--- config.mk ---
export PLATFORM = sky130hd
export DESIGN_NAME = glb_tile
export DESIGN_NICKNAME = d
export VERILOG_FILES = /design/src/source/glb_param_pkg.sv /design/src/source/glb_pkt_pkg.sv /design/src/source/glb_tile.sv /design/src/source/glb_tile_core.sv /design/src/source/glb_tile_cfg.sv
export SDC_FILE = /design/constraint.sdc
export NUM_CORES = 2
export LEC_CHECK = 0
export ABC_AREA = 1
export BUFFER_PORTS_ARGS = -buffer_cell sky130_fd_sc_hd__clkbuf_2
export CORE_ASPECT_RATIO = 2
export CORE_MARGIN = 2
export CORE_UTILIZATION = 45
export CTS_CLUSTER_SIZE = 14
export DETAILED_ROUTE_END_ITERATION = 10
export GPL_TIMING_DRIVEN = 1
export MAX_ROUTING_LAYER = met4
export PLACE_DENSITY = 0.57
export RECOVER_POWER = 25
export REMOVE_ABC_BUFFERS = 1
export SLEW_MARGIN = 20
export SYNTH_ARGS = -nofsm -noshare
export SYNTH_HDL_FRONTEND = slang
export SYNTH_SLANG_ARGS = --single-unit
export TNS_END_PERCENT = 5
--- constraint.sdc ---
create_clock -name clk -period 4.45 [get_ports clk]
set_input_delay 0.6675 -clock clk [delete_from_list [all_inputs] [get_ports clk]]
set_output_delay 0.6675 -clock clk [all_outputs]
set_load 0.05 [all_outputs]
--- src/source/glb_param_pkg.sv ---
// Sizing constants for the global buffer chain
// TILE_ID_WIDTH must cover NUM_TILES, WORD_ADDR_WIDTH must cover BANK_WORDS
// RSP_FIFO_DEPTH must be a power of two and fit in CREDIT_WIDTH bits
`default_nettype none

package glb_param_pkg;

    // Chain length and tile select
    localparam int NUM_TILES       = 4;
    localparam int TILE_ID_WIDTH   = 2;

    // Per-tile bank geometry
    localparam int BANK_WORDS      = 64;
    localparam int WORD_ADDR_WIDTH = 6;
    localparam int DATA_WIDTH      = 32;

    // Egress FIFO, also the host's starting request credits
    localparam int RSP_FIFO_DEPTH  = 4;
    localparam int CREDIT_WIDTH    = 3;

endpackage

`default_nettype wire
--- src/source/glb_pkt_pkg.sv ---
// Packet formats for the processor path through the tile chain
// A response slot always carries rsp.valid low in its req half and vice versa
// OP_CFG_RD data layout: bit 0 tile_on, bits 31:16 access_count
`default_nettype none

package glb_pkt_pkg;
    import glb_param_pkg::*;

    typedef enum logic [2:0] {
        OP_NONE   = 3'd0,
        OP_WR     = 3'd1,
        OP_RD     = 3'd2,
        OP_CFG_WR = 3'd3,
        OP_CFG_RD = 3'd4
    } glb_op_e;

    // RSP_OFF when the tile bank is switched off
    typedef enum logic {
        RSP_OK  = 1'b0,
        RSP_OFF = 1'b1
    } glb_status_e;

    typedef struct packed {
        logic                       valid;
        glb_op_e                    op;
        logic [TILE_ID_WIDTH-1:0]   tile_id;
        logic [WORD_ADDR_WIDTH-1:0] word_addr;
        logic [DATA_WIDTH-1:0]      data;
    } req_pkt_t;

    typedef struct packed {
        logic                       valid;
        glb_op_e                    op;
        glb_status_e                status;
        logic [TILE_ID_WIDTH-1:0]   tile_id;
        logic [WORD_ADDR_WIDTH-1:0] word_addr;
        logic [DATA_WIDTH-1:0]      data;
    } rsp_pkt_t;

    // One chain slot, is_rsp picks the live half
    typedef struct packed {
        logic     is_rsp;
        req_pkt_t req;
        rsp_pkt_t rsp;
    } chain_slot_t;

    typedef struct packed {
        logic        tile_on;
        logic [15:0] access_count;
    } glb_cfg_t;

endpackage

`default_nettype wire

--- src/source/glb_tile.sv ---
// One global buffer tile in the east-west chain
// Every slot is registered once here, slot in at t is out at t+1
// Only a request whose tile_id equals TILE_ID is serviced, rest passes through
// Bank ops on a disabled tile return RSP_OFF with zero data
`timescale 1ns/1ps
`default_nettype none

module glb_tile #(
    parameter int TILE_ID = 0
) (
    input  logic                      clk,
    input  logic                      reset,
    input  glb_pkt_pkg::chain_slot_t  chain_in,
    output glb_pkt_pkg::chain_slot_t  chain_out
);
    import glb_param_pkg::*;
    import glb_pkt_pkg::*;

    glb_cfg_t              cfg;
    logic [DATA_WIDTH-1:0] bank_rdata;
    logic                  hit;
    logic                  bank_op;
    logic                  access_hit;
    logic                  wr_en;
    logic                  cfg_wr;
    rsp_pkt_t              rsp_next;
    chain_slot_t           slot_next;
    chain_slot_t           slot_q;

    // Request addressed to this tile
    assign hit = !chain_in.is_rsp && chain_in.req.valid &&
                 (chain_in.req.tile_id == TILE_ID_WIDTH'(TILE_ID));

    // Opcode decode
    assign bank_op    = (chain_in.req.op == OP_WR) || (chain_in.req.op == OP_RD);
    assign access_hit = hit && bank_op && cfg.tile_on;
    assign wr_en      = access_hit && (chain_in.req.op == OP_WR);
    assign cfg_wr     = hit && (chain_in.req.op == OP_CFG_WR);

    glb_tile_cfg i_tile_cfg (
        .clk        (clk),
        .reset      (reset),
        .cfg_wr     (cfg_wr),
        .cfg_wdata  (chain_in.req.data),
        .access_hit (access_hit),
        .cfg        (cfg)
    );

    glb_tile_core i_tile_core (
        .clk   (clk),
        .reset (reset),
        .wr_en (wr_en),
        .addr  (chain_in.req.word_addr),
        .wdata (chain_in.req.data),
        .rdata (bank_rdata)
    );

    // Response built from the request, header echoed
    always_comb begin
        rsp_next           = '0;
        rsp_next.valid     = 1'b1;
        rsp_next.op        = chain_in.req.op;
        rsp_next.status    = RSP_OK;
        rsp_next.tile_id   = chain_in.req.tile_id;
        rsp_next.word_addr = chain_in.req.word_addr;
        case (chain_in.req.op)
            OP_WR, OP_RD: begin
                if (!cfg.tile_on) begin
                    rsp_next.status = RSP_OFF;
                end
                else if (chain_in.req.op == OP_RD) begin
                    rsp_next.data = bank_rdata;
                end
                else begin
                    // Write ack echoes the stored word
                    rsp_next.data = chain_in.req.data;
                end
            end
            OP_CFG_WR: rsp_next.data = chain_in.req.data;
            OP_CFG_RD: begin
                rsp_next.data[0]                 = cfg.tile_on;
                rsp_next.data[DATA_WIDTH-1 -: 16] = cfg.access_count;
            end
            default: ;
        endcase
    end

    // Serviced slot becomes a response, req half cleared
    always_comb begin
        slot_next = chain_in;
        if (hit) begin
            slot_next.is_rsp = 1'b1;
            slot_next.req    = '0;
            slot_next.rsp    = rsp_next;
        end
    end

    // Pipeline slot
    always_ff @(posedge clk or posedge reset) begin
        if (reset) begin
            slot_q <= '0;
        end
        else begin
            slot_q <= slot_next;
        end
    end

    assign chain_out = slot_q;

    // Upstream tiles only ever answer for lower ids
    a_rsp_from_west: assert property (
        @(posedge clk) disable iff (reset)
        (chain_in.is_rsp && chain_in.rsp.valid) |->
            (int'(chain_in.rsp.tile_id) < TILE_ID)
    ) else $error("response from west with tile_id %0d at tile %0d",
                  chain_in.rsp.tile_id, TILE_ID);

endmodule

`default_nettype wire

--- src/source/glb_tile_core.sv ---
// Tile SRAM bank, one write or read port shared on addr
// Write is synchronous, read is asynchronous (same-cycle data)
// Reset does not clear the array, contents are undefined until written
// Writes are ignored while reset is high
`timescale 1ns/1ps
`default_nettype none

module glb_tile_core (
    input  logic                                       clk,
    input  logic                                       reset,
    input  logic                                       wr_en,
    input  logic [glb_param_pkg::WORD_ADDR_WIDTH-1:0]  addr,
    input  logic [glb_param_pkg::DATA_WIDTH-1:0]       wdata,
    output logic [glb_param_pkg::DATA_WIDTH-1:0]       rdata
);
    import glb_param_pkg::*;

    // Bank storage
    logic [DATA_WIDTH-1:0] mem [BANK_WORDS];

    // Qualified write strobe
    logic                  write_ok;

    // No stray writes from a slot that is being flushed
    assign write_ok = wr_en && !reset;

    // Write port
    always_ff @(posedge clk) begin
        if (write_ok) begin
            mem[addr] <= wdata;
        end
    end

    // Read port
    // tile turns this into a response in the same cycle
    assign rdata = mem[addr];

endmodule

`default_nettype wire

--- src/source/glb_tile_cfg.sv ---
// Per-tile configuration register
// tile_on comes out of reset set, access_count saturates at all ones
// Only bit 0 of cfg_wdata is stored
`timescale 1ns/1ps
`default_nettype none

module glb_tile_cfg (
    input  logic                                  clk,
    input  logic                                  reset,
    input  logic                                  cfg_wr,
    input  logic [glb_param_pkg::DATA_WIDTH-1:0]  cfg_wdata,
    input  logic                                  access_hit,
    output glb_pkt_pkg::glb_cfg_t                 cfg
);

    // Enable bit
    always_ff @(posedge clk or posedge reset) begin
        if (reset) begin
            cfg.tile_on <= 1'b1;
        end
        else if (cfg_wr) begin
            cfg.tile_on <= cfg_wdata[0];
        end
    end

    // Serviced bank accesses
    // holds at max instead of wrapping
    always_ff @(posedge clk or posedge reset) begin
        if (reset) begin
            cfg.access_count <= '0;
        end
        else if (access_hit) begin
            if (cfg.access_count != '1) begin
                cfg.access_count <= cfg.access_count + 16'd1;
            end
        end
    end

    // Both strobes come from one opcode in the tile decode
    a_cfg_wr_excl_hit: assert property (
        @(posedge clk) disable iff (reset)
        !(cfg_wr && access_hit)
    ) else $error("cfg_wr and access_hit high in the same cycle");

endmodule

`default_nettype wire

==> reports/results.ini <==
[status]
outcome=complete, but fails checks
violations=max-capacitance violations, max-slew violations

[setup_path]
r2r_end=i_tile_core.mem[8][0]$_DFFE_PP_
cp_num_buf_inv=2
crit_type=in -> reg
start_kind=input pin
crit_path_end_kind=flop
critPathTopFamily=buffers and inverters
required_ps=4580
critPathSlowestCell=clkbuf_1
reg2reg_depth=9
path_depth=2
crit_fanout=63
arrival_ps=3380
path_cells=clkbuf_1, clkbuf_1
r2r_start=i_tile_cfg.cfg[16]$_DFFE_PP1P_
cp_slowest_stage_delay_ps=2340
cp_common_cell=clkbuf_1
r2r_slack_ps=1690
critPathCapture=i_tile_core.mem[58][10]$_DFFE_PP_
startpoint=chain_in[55]

[floorplan]
core_area_mm2=0.1909
io-pin-count=182
chipHeight_um=623.0
dieWidth_um=313.5
die-area_mm2=0.1953
initial_core_util_pct=45.17
num_rows=227

[global_routing]
grt_max_degree=181
antenna_found_initial=13
grt_pass1_wl_um=380100
gr-total-overflow=0
grt_util_all_layers_pct=27.82
grt_pass1_vias=54240

[synthesis]
syn_avg_cell_area_um2=11.98
synth_fa_ha_area_share_pct=0.01451
synth-simple-area-share_pct=13.90
synth.top_cell.area_share_pct=71.34
synth_top_family_by_area=simple AND/OR/NAND/NOR gates
ys_ff_latch=2155
ys.flop_type=edfxtp_1
yosys_warnings=0
async_flop_share_pct=4.965
syn_area_mm2=0.08621
synth.distinct_cells=30
synth_seq_area_share_pct=74.45
synthXorXnorAreaFrac_pct=0.1321
yosys.area.top_type=edfxtp_1
postSynthCellCount=7197
synthMuxAreaShare_pct=0
synth_compound_area_share_pct=6.940
synth_edf_count=2048
synth_area_leaders=edfxtp_1 71%, nand2_1 5.3%, nor2_1 4.9%

[cts]
cts_tree=built
clock_latency_ps=830
clk_pin_slew_ps=60
postCtsSetupBuffers=0
cts_buffers=190
cts.sinks=2155
root_buffer=clkbuf_16
htreeDepth=4
ctsResizeCount=0
cts_hold_buf=3
cts_buffer_depth=4

[detailed_routing]
via_per_inst=5.527
firstDrtPassIters=6
drc=0
drt_iter0_markers=5757
drt_wl_total_um=266700
via_count=55920
ant_nets=0
wire_per_inst_um=26.36

[timing]
fmaxAchievable_mhz=308.2
drv_slew=974
period_share_pct=72.91
clock_skew_ps=33.43
finalCriticalPeriod_ps=3244
rsz0062_at_grt=no
slew-limit-headroom_pct=-130.5
tightest_slew_ps=3458
finalHoldViolCount=0
fin_setup_tns_ps=0
setup_viol=0

[place]
port_buffers=181
place_area_mm2=0.09235
gp_congestion=0.9017
hpwl_um=168200

[power]
p_leak_nw=35.83
max-vdd-ir-drop_mv=0.3102
pwr-share-comb_pct=6.1
p_int_w=0.03111
pwr-share-seq_pct=55.4
power_switching_w=0.009078
finalPower_w=0.04019
powerDensity_mw_per_mm2=411.2
switching_share_pct=22.59
pwr-share-clk_pct=38.5

[cells_and_area]
seqCellArea_mm2=0.06418
nets=7568
multi_input_area_mm2=0.01866
design_area_mm2=0.09775
area_growth_pct=13.39
nFillCells=16390
drive_above_1_share_pct=11.41

[min_path]
min_path_type=in -> reg

[job]
maxCapViolations=23

cells in the mapped netlist (23+ instances only):
cell type / number
dfrtp_1: 106
o211ai_1: 51
or2_2: 154
inv_1: 589
clkbuf_1: 184
nand2_1: 1228
o21ai_0: 581
buf_2: 141
nand3_1: 349
nand4_1: 31
nor2_1: 1129
a21oi_1: 33
o22ai_1: 176
o21ai_1: 285
edfxtp_1: 2048
buf_4: 23
metrics by stage:
stage                     setup WS (ps)  util (%)  hold slack (ps)  cells
after floorplan                   -4401         -            441.6   6823
after CTS                          1583     51.28            2.226  10110
after detailed placement          851.6     48.39            471.8   9799
final                              1206     51.22            49.78  10120
after global routing               1075     51.21            29.50  10110
after global placement            873.2     48.39            457.5   9799
registers in the layout (all words and copies together), names as in the netlist:
signal / flops
chain_out: 90
i_tile_core.mem: 2048
i_tile_cfg.cfg: 17
power groups by stage:
stage / clock network (W) / registers, W / logic [W]
3_5_place_dp: 0 / 0.0227 / 0.00244
3_3_place_gp: 0 / 0.0227 / 0.00242
2_1_floorplan: 0 / 0.0229 / 0.000932
4_1_cts: 0.0157 / 0.0223 / 0.00245
6_report: 0.0155 / 0.0223 / 0.00243
5_1_grt: 0.0163 / 0.0223 / 0.00261
how the worst min path moves through the flow:
stage / from / endpoint / slack (ps) / cells past startpoint
6_report: chain_in[38] / chain_out[38]$_DFF_PP0_ / 50 / 3
5_1_grt: chain_in[44] / chain_out[44]$_DFF_PP0_ / 30 / 2
4_1_cts: chain_in[38] / chain_out[38]$_DFF_PP0_ / 2 / 3
3_5_place_dp: i_tile_cfg.cfg[8]$_DFFE_PP0P_ / i_tile_cfg.cfg[8]$_DFFE_PP0P_ / 470 / 1
3_3_place_gp: i_tile_cfg.cfg[8]$_DFFE_PP0P_ / i_tile_cfg.cfg[8]$_DFFE_PP0P_ / 460 / 1
2_1_floorplan: i_tile_cfg.cfg[8]$_DFFE_PP0P_ / i_tile_cfg.cfg[8]$_DFFE_PP0P_ / 440 / 1
placed cells by master (no fill, tap or decap), drive strengths merged, types with 51 or more instances in the layout:
cell       n
buf      255
clkbuf   468
dfrtp    106
edfxtp  2048
inv      595
nand2   1228
nand3    349
nor2    1134
o211ai    51
o21ai    866
o22ai    176
or2      171
per-layer routing:
layer,share of wire (%),track usage (%),vias up,wire length [µm]
li1,-,-,25240,-
met1,36,32.23,27920,96730
met2,53,49.29,2233,141000
met3,6.4,3.096,526,16980
met4,4.5,10.89,0,12000
met5,0,-,-,0
cells by family (layout without fill, tap and decap cells):
family          count (synthesis)  after routing
fa+ha+maj                       1              1
simple gates                 2930           2930
compound gates               1126           1126
xor+xnor                       13             13
flops                        2155           2155
other cells                     0              7
buf+inv                       972           1366
cell type report:
cell class,count,area share (%)
antenna,7,0.01792
clock buffer,266,5.275
clock inverter,42,0.3405
inverter,598,2.309
multi-input combinational,4070,19.09
sequential,2155,65.65
tap,2519,3.224
timing repair buffer,460,4.089
Note: power is estimated with default switching activity, not from simulation.
