File: config.mk
export PLATFORM = sky130hd
export DESIGN_NAME = glb_rsp_egress
export DESIGN_NICKNAME = d
export VERILOG_FILES = /design/src/source/glb_param_pkg.sv /design/src/source/glb_pkt_pkg.sv /design/src/source/glb_rsp_egress.sv
export SDC_FILE = /design/constraint.sdc
export NUM_CORES = 1
export LEC_CHECK = 0
export BUFFER_PORTS_ARGS = -buffer_cell sky130_fd_sc_hd__clkbuf_2
export CAP_MARGIN = 20
export CORE_ASPECT_RATIO = 0.7
export CORE_UTILIZATION = 45
export CTS_BUF_LIST = sky130_fd_sc_hd__clkbuf_4 sky130_fd_sc_hd__clkbuf_8
export CTS_CLUSTER_SIZE = 30
export DETAILED_ROUTE_END_ITERATION = 10
export PLACE_DENSITY = 0.67
export SYNTH_ARGS = -nofsm -noshare
export SYNTH_HDL_FRONTEND = slang
export SYNTH_SLANG_ARGS = --single-unit
File: constraint.sdc
create_clock -name clk -period 2.4 [get_ports clk]
set_input_delay 0.72 -clock clk [delete_from_list [all_inputs] [get_ports clk]]
set_output_delay 0.72 -clock clk [all_outputs]
set_load 0.05 [all_outputs]
File: src/source/glb_param_pkg.sv
// Sizing constants for the global buffer chain
// TILE_ID_WIDTH must cover NUM_TILES, WORD_ADDR_WIDTH must cover BANK_WORDS
// RSP_FIFO_DEPTH must be a power of two and fit in CREDIT_WIDTH bits
`default_nettype none

package glb_param_pkg;

    // Chain length and tile select
    localparam int NUM_TILES       = 4;
    localparam int TILE_ID_WIDTH   = 2;

    // Per-tile bank geometry
    localparam int BANK_WORDS      = 64;
    localparam int WORD_ADDR_WIDTH = 6;
    localparam int DATA_WIDTH      = 32;

    // Egress FIFO, also the host's starting request credits
    localparam int RSP_FIFO_DEPTH  = 4;
    localparam int CREDIT_WIDTH    = 3;

endpackage

`default_nettype wire
File: src/source/glb_pkt_pkg.sv
// Packet formats for the processor path through the tile chain
// A response slot always carries rsp.valid low in its req half and vice versa
// OP_CFG_RD data layout: bit 0 tile_on, bits 31:16 access_count
`default_nettype none

package glb_pkt_pkg;
    import glb_param_pkg::*;

    typedef enum logic [2:0] {
        OP_NONE   = 3'd0,
        OP_WR     = 3'd1,
        OP_RD     = 3'd2,
        OP_CFG_WR = 3'd3,
        OP_CFG_RD = 3'd4
    } glb_op_e;

    // RSP_OFF when the tile bank is switched off
    typedef enum logic {
        RSP_OK  = 1'b0,
        RSP_OFF = 1'b1
    } glb_status_e;

    typedef struct packed {
        logic                       valid;
        glb_op_e                    op;
        logic [TILE_ID_WIDTH-1:0]   tile_id;
        logic [WORD_ADDR_WIDTH-1:0] word_addr;
        logic [DATA_WIDTH-1:0]      data;
    } req_pkt_t;

    typedef struct packed {
        logic                       valid;
        glb_op_e                    op;
        glb_status_e                status;
        logic [TILE_ID_WIDTH-1:0]   tile_id;
        logic [WORD_ADDR_WIDTH-1:0] word_addr;
        logic [DATA_WIDTH-1:0]      data;
    } rsp_pkt_t;

    // One chain slot, is_rsp picks the live half
    typedef struct packed {
        logic     is_rsp;
        req_pkt_t req;
        rsp_pkt_t rsp;
    } chain_slot_t;

    typedef struct packed {
        logic        tile_on;
        logic [15:0] access_count;
    } glb_cfg_t;

endpackage

`default_nettype wire

File: src/source/glb_rsp_egress.sv
// Response FIFO at the east end of the chain with credit-based output
// rsp_out is registered, valid for one cycle per response sent
// Each response sent uses one rsp_credit and returns one req_credit
// Depth must be a power of two, pointers wrap naturally
`timescale 1ns/1ps
`default_nettype none

module glb_rsp_egress (
    input  logic                   clk,
    input  logic                   reset,
    input  glb_pkt_pkg::rsp_pkt_t  rsp_in,
    input  logic                   rsp_credit,
    output glb_pkt_pkg::rsp_pkt_t  rsp_out,
    output logic                   req_credit
);
    import glb_param_pkg::*;
    import glb_pkt_pkg::*;

    rsp_pkt_t                            mem [RSP_FIFO_DEPTH];
    logic [$clog2(RSP_FIFO_DEPTH)-1:0]   wr_ptr;
    logic [$clog2(RSP_FIFO_DEPTH)-1:0]   rd_ptr;
    logic [CREDIT_WIDTH-1:0]             fill;
    logic [CREDIT_WIDTH-1:0]             credits;
    logic                                push;
    logic                                pop;

    assign push = rsp_in.valid;
    // Send only with data and a host credit
    assign pop  = (fill != '0) && (credits != '0);

    // FIFO storage
    always_ff @(posedge clk) begin
        if (push) begin
            mem[wr_ptr] <= rsp_in;
        end
    end

    // Pointers and occupancy
    always_ff @(posedge clk or posedge reset) begin
        if (reset) begin
            wr_ptr <= '0;
            rd_ptr <= '0;
            fill   <= '0;
        end
        else begin
            if (push) begin
                wr_ptr <= wr_ptr + 1'b1;
            end
            if (pop) begin
                rd_ptr <= rd_ptr + 1'b1;
            end
            case ({push, pop})
                2'b10:   fill <= fill + 1'b1;
                2'b01:   fill <= fill - 1'b1;
                default: ;
            endcase
        end
    end

    // Host response credits
    always_ff @(posedge clk or posedge reset) begin
        if (reset) begin
            credits <= '0;
        end
        else begin
            case ({rsp_credit, pop})
                2'b10:   credits <= credits + 1'b1;
                2'b01:   credits <= credits - 1'b1;
                default: ;
            endcase
        end
    end

    // Output register, req_credit rides with rsp_out valid
    always_ff @(posedge clk or posedge reset) begin
        if (reset) begin
            rsp_out    <= '0;
            req_credit <= 1'b0;
        end
        else begin
            rsp_out    <= pop ? mem[rd_ptr] : '0;
            req_credit <= pop;
        end
    end

    // Host obeying req_credit can never fill past depth
    a_no_write_full: assert property (
        @(posedge clk) disable iff (reset)
        push |-> (fill != CREDIT_WIDTH'(RSP_FIFO_DEPTH))
    ) else $error("response FIFO written while full");

    a_no_credit_ovf: assert property (
        @(posedge clk) disable iff (reset)
        (rsp_credit && !pop) |-> (credits != '1)
    ) else $error("response credit counter overflow");

endmodule

`default_nettype wire

==> out/results.ini, run 1 <==
[worst_setup_path]
arrival_ns=2.52
regToRegEndpoint=fill[2]$_DFFE_PP0P_
criticalPathCategory=reg2reg
r2r_cells=8
critPathLaunchType=register
critical_path_buf_inv_count=1
crit_path_max_incr_delay_ns=0.42
end_kind=register
crit_start=credits[0]$_DFFE_PP0P_
path_max_fanout=3
slowest_stage=or3_1
path_delay_family=adder cells
regToRegStartpoint=credits[0]$_DFFE_PP0P_
cp.required_ns=2.80
path_cells=or3_1 -> o31ai_4 -> inv_1 -> ha_1 -> fa_1 -> xnor2_1 -> nor2_1 -> xor2_1
r2r_slack_ns=0.28

[grt]
antenna_found_initial=1
overflow=0
grt_pass1_vias=4341
grt_pass1_wl_um=24400
grt_max_degree=47
grt.total_usage_pct=16.8

[die]
core_area_sq_mm=0.0183
core.rowCount=41
ios=94
dieArea_sq_mm=0.0196
fp.dieH_um=117
die_x_um=167
start_util_pct=46.7

[synth]
ys_ff_latch=236
ys_seq_area_share_pct=79.6
yosysTopAreaCellShare_pct=63.2
synth_area_per_cell_sq_um=22.5
ys_top_cells_by_count=edfxtp_1 (180), dfrtp_1 (56), mux4_2 (45)
synth_fp_nets=436
synth-async-reset-ratio_pct=23.7
synth_edf_count=180
ys.flop_type=edfxtp_1
synth_most_common_cell=edfxtp_1
synth_cells=380
yosys_warnings=0
syn_area_sq_mm=0.00855
synthTopCellsByArea=edfxtp_1 (63%), dfrtp_1 (16%), mux4_2 (12%)
synth_area_leader_cell=edfxtp_1
yosysUniqueCellTypes=25

[finish]
final_layout_size_suffix_gt1_share_pct=41.7
syn_to_final_growth_pct=18.8
final_nets=569
nFillCells=1404

[sta]
setup_tns_ns=0
slew_viol_final=0
fin_hold_ws_ns=0.164
rsz0062_at_grt=no
setup_viol=0
final_hold_viol_count=0
min_period_over_period_pct=88.4
skew_ns=0.0246
tightest_slew_ns=0.617
period_minus_slack_ns=2.12
max_freq_mhz=471
slew_headroom_pct=58.9

[job]
cap_violations=0

[clock_tree]
clock_latency_ns=0.50
cts_buffer_depth=3
cts_max_level=2
cts-root-buf=clkbuf_8
ctsResizeCount=0
cts_setup_buffers=0
cts_tree=built
cts_buffers=36
cts_hold_buf=0
clock_sinks=236
path_clk_slew_ns=0.06

[placement]
gp_congestion=0.717
numPortBuffers=93
hpwl_um=9390

[status]
status=complete, no violations

[routing]
drc=0
via_per_inst=5.14
wirelength_um=15700
wl_per_cell_um=20.3
vias=3991
ant_nets=0
first_pass_iters=4
drt-initial-drc-count=193

[power_and_ir_drop]
power_density_mw_per_mm2=1370
leakage_nw=3.79
ir_drop_mv=0.691

[min_path]
worst_hold_path_type=in2async

==> sequential cells by signal, summed over array words and instances, names as in the netlist <==
name and flops:
mem 180, rsp_out 45, credits 3, fill 3, rd_ptr 2, wr_ptr 2
req_credit 1
==> cells in the final DEF, fill, tap and decap left out <==
master / n
and2_2: 4
and2b_1: 1
buf_12: 10
buf_4: 7
clkbuf_2: 93
clkbuf_4: 19
clkbuf_8: 38
clkinv_1: 3
clkinv_2: 2
clkinvlp_4: 2
dfrtp_1: 54
dfrtp_2: 1
dfrtp_4: 1
diode_2: 1
edfxtp_1: 180
fa_1: 2
ha_1: 6
inv_1: 8
inv_2: 1
mux2_2: 1
mux2i_1: 1
mux4_2: 45
nand2_1: 1
nor2_1: 2
nor2b_1: 44
o21ai_0: 1
o311ai_0: 1
o31ai_4: 1
or3_1: 1
xnor2_1: 5
xor2_1: 4
==> kinds of logic after synthesis <==
family,count (synthesis),share of synthesized area [%]
AO/OA/AOI/OAI,3,0.307
multiplexers,47,12.1
AND/OR/NAND/NOR,53,3.80
buffers and inverters,24,1.93
adder cells (fa/ha/maj),8,1.35
XOR/XNOR,9,0.922
flip-flops,236,79.6
==> stage by stage <==
step	area [sq um]	util, %	power, mW	worst slack [ns]	std cells
after floorplan	8550	-	9.61	0.172	380
after global placement	9450	51.6	10.8	0.327	711
after detailed placement	9450	51.6	10.9	0.291	711
after CTS	10200	55.4	14.2	0.264	775
after global routing	10200	55.4	14.7	0.153	775
final	10200	55.5	14.0	0.278	776
==> metal layers <==
metal / vias to the layer above / share of wire (%) / GRT usage [%]
li1: 1748 / - / -
met1: 2078 / 45 / 23.9
met2: 137 / 47 / 25.7
met3: 26 / 6.4 / 4.62
met4: 2 / 1.4 / 4.28
met5: - / 0.070 / 0
==> how the worst max path moves through the flow <==
stage / endpoint / slack (ns) / cells after the start
finish: fill[2]$_DFFE_PP0P_ / 0.28 / 8
global route: fill[2]$_DFFE_PP0P_ / 0.15 / 8
CTS: fill[2]$_DFFE_PP0P_ / 0.26 / 8
detailed placement: fill[2]$_DFFE_PP0P_ / 0.29 / 7
global placement: fill[2]$_DFFE_PP0P_ / 0.33 / 7
floorplan: fill[2]$_DFFE_PP0P_ / 0.17 / 10
==> area by class of cell <==
type / instances / area [sq um] / share of cell area, %
antenna: 1 / 2.50 / 0.0246
timing repair buffer: 110 / 718 / 7.07
multi-input combinational: 120 / 1590 / 15.7
tap: 236 / 295 / 2.91
sequential: 236 / 6810 / 67.1
inverter: 9 / 33.8 / 0.333
clock inverter: 7 / 36.3 / 0.357
clock buffer: 57 / 666 / 6.55
==> report_power, final <==
group,switching [mW],total (mW),leakage [nW],internal [mW]
Combinational,2.92,4.70,1.08,1.79
Clock,1.45,3.20,0.373,1.76
Sequential,0.511,6.05,2.33,5.54
No activity file was read; power rests on OpenSTA's default activity.
==> inputs of run 2 (changes only) <==
ABC_AREA = 1   (was default)
CTS_CLUSTER_SIZE = 40   (was 30)
clock period = 2.2 ns   (was 2.4 ns; I/O delays follow)
==> out/results.ini, run 2 <==
[die]
die_x_um=175  ; +4.8%
core_area_sq_mm=0.0201  ; +9.9%
start_util_pct=46.7  ; about the same
core.rowCount=43  ; +4.9%
fp.dieH_um=123  ; +4.8%
dieArea_sq_mm=0.0215  ; +9.8%
ios=94  ; unchanged

[placement]
gp_congestion=0.726  ; +1.4%
pre_cts_slack_ns=0.225  ; -0.0655 ns
numPortBuffers=93  ; unchanged
dp_cells=1175  ; +65%
dpl_cell_area_sq_mm=0.0103  ; +8.6%
hpwl_um=10800  ; +15%

[finish]
mostFrequentLayoutCells=nand2_1 (200), inv_1 (192), edfxtp_1 (180), nand3_1 (93), clkbuf_2 (93)
n_antenna_cell=0  ; -1
final_common_cell=nand2_1
syn_to_final_growth_pct=17.7
final_util_pct=55.0  ; -0.45 points
fin_cells=1240  ; +60%
regMostFlops=mem
final_nets=1000  ; +76%
largest_reg_flops=180  ; unchanged
largest_registers=mem x180, rsp_out x45
final_layout_size_suffix_gt1_share_pct=19.0  ; -23 points
fin_area_sq_mm=0.0111  ; +9.0%

[routing]
vias=5732  ; +44%
drc=0  ; unchanged
first_pass_iters=4  ; unchanged
drt-initial-drc-count=357  ; +85%
ant_nets=0  ; unchanged
wl_per_cell_um=15.0  ; -26%
wirelength_um=18600  ; +19%
via_per_inst=4.62  ; -10%

[clock_tree]
cts_buffers=37  ; +2.8%
cts_max_level=2  ; unchanged
cts_hold_buf=0  ; unchanged
cts_setup_buffers=0  ; unchanged
cts_buffer_depth=3  ; unchanged
clock_sinks=236  ; unchanged
ctsResizeCount=0  ; unchanged
clock_latency_ns=0.52  ; +0.02 ns
path_clk_slew_ns=0.07  ; about the same
cts_tree=built
cts-root-buf=clkbuf_8

[worst_setup_path]
path_max_fanout=3  ; unchanged
crit_start=fill[1]$_DFFE_PP0P_
regToRegStartpoint=fill[1]$_DFFE_PP0P_
cpMostUsedCell=nand2_1
critPathLaunchType=register
path_cells=nor2_1 -> nand2_1 -> nand2_2 -> inv_1 -> ha_1 -> fa_1 -> or2_2 -> nand4_1 -> nand2_1
critical_path_buf_inv_count=1  ; unchanged
slowest_stage=dfrtp_1
end_kind=register
path_delay_family=simple AND/OR/NAND/NOR gates
cp.required_ns=2.61  ; -0.19 ns
arrival_ns=2.31  ; -0.21 ns
criticalPathCategory=reg2reg
crit_path_max_incr_delay_ns=0.42  ; about the same

[synth]
ys.flop_type=edfxtp_1
synth_fp_nets=885  ; +100%
yosysUniqueCellTypes=22  ; -12%
syn_area_sq_mm=0.00940  ; +9.9%
synth_cells=829  ; +120%
ys_ff_latch=236  ; unchanged
ys_top_cells_by_count=nand2_1 (200), inv_1 (197), edfxtp_1 (180)
ys_seq_area_share_pct=72.4  ; -7.2 points
synth_most_common_cell=nand2_1
synthTopCellsByArea=edfxtp_1 (57%), dfrtp_1 (15%), nand2_1 (8.0%)
yosysTopAreaCellShare_pct=57.5  ; -5.7 points
synth-async-reset-ratio_pct=23.7  ; unchanged
synth_edf_count=180  ; unchanged
yosys_warnings=0  ; unchanged
synth_area_per_cell_sq_um=11.3  ; -50%
synth_area_leader_cell=edfxtp_1

[grt]
grt.total_usage_pct=18.3  ; +1.5 points
antenna_found_initial=0  ; -1
grt_use_met2_pct=28.4  ; +2.7 points
gr-usage-met1_pct=25.8  ; +1.9 points
grt.busiest_layer=met2
grt_max_degree=67  ; +43%
grt_pass1_vias=5761  ; +33%
overflow=0  ; unchanged
use_met3_pct=4.31  ; -0.32 points
grt_pass1_wl_um=30000  ; +23%

[power_and_ir_drop]
power_density_mw_per_mm2=1470  ; +6.7%
total_power_mw=16.2  ; +16%
ir_drop_mv=0.781  ; +13%
leakage_nw=5.10  ; +35%

[sta]
min_period_over_period_pct=86.4  ; -2.1 points
rsz0062_at_grt=no
setup_viol=0  ; unchanged
final_hold_viol_count=0  ; unchanged
max_freq_mhz=526  ; +12%
fin_ws_ns=0.300  ; +0.0226 ns
skew_ns=0.0141  ; -0.0105 ns
tightest_slew_ns=0.626  ; +0.00908 ns
fin_hold_ws_ns=0.182  ; +0.0178 ns
period_minus_slack_ns=1.90  ; -0.223 ns
slew_viol_final=0  ; unchanged
slew_headroom_pct=58.3  ; -0.61 points
setup_tns_ns=0  ; unchanged

[job]
cap_violations=0  ; unchanged

[min_path]
worst_hold_path_type=in2async

[status]
status=complete, no violations

[run 2: cell families after synthesis]
kind of cell / after synthesis / synth area share, %
simple gates: 299 / 13.3
fa+ha+maj: 8 / 1.22
flops: 236 / 72.4
xor+xnor: 4 / 0.373
compound gates: 48 / 2.55
buf+inv: 234 / 10.1
[run 2: area by class of cell]
type	instances	area, sq um
Inverter	200	767
Fill cell	1703	9050
Sequential cell	236	6810
Multi-Input combinational cell	359	1650
Tap cell	270	338
Clock buffer	49	618
Timing Repair Buffer	110	706
Clock inverter	16	184
[run 2: worst register-to-register path, delay by kind of cell (launching register included)]
kind | cells | cell delay (ns)
adder cells (fa/ha/maj) | 2 | 0.60
buffers and inverters | 1 | 0.07
flip-flops | 1 | 0.42
AND/OR/NAND/NOR | 6 | 0.72
[run 2: worst paths after layout]
| kind | end | slack [ns] | cells after the start |
|---|---|---|---|
| setup / recovery | fill[2]$_DFFE_PP0P_ | 0.30 | 9 |
| hold / removal | rsp_out[27]$_DFF_PP0_ | 0.18 | 3 |
| setup reg to reg | fill[2]$_DFFE_PP0P_ | 0.30 | 9 |
| min in group clk | mem[1][27]$_DFFE_PP_ | 0.37 | 1 |
| hold reg to reg | fill[2]$_DFFE_PP0P_ | 0.49 | 2 |
| max in group asynchronous | rd_ptr[0]$_DFFE_PP0P_ | 1.71 | 3 |
[run 2: where the power goes]
part           internal (mW)  leakage, nW  switching [mW]  total, mW
Sequential              6.03         2.35           0.385       6.41
Clock                   2.31        0.416            1.68       3.99
Combinational           1.54         2.34            4.29       5.83
Total                   9.88         5.10            6.35       16.2
[run 2: layer usage]
metal	routed length, um	share of wire [%]
met1	9010	48
met2	8080	43
met3	1240	6.6
met4	300	1.6
met5	0	0
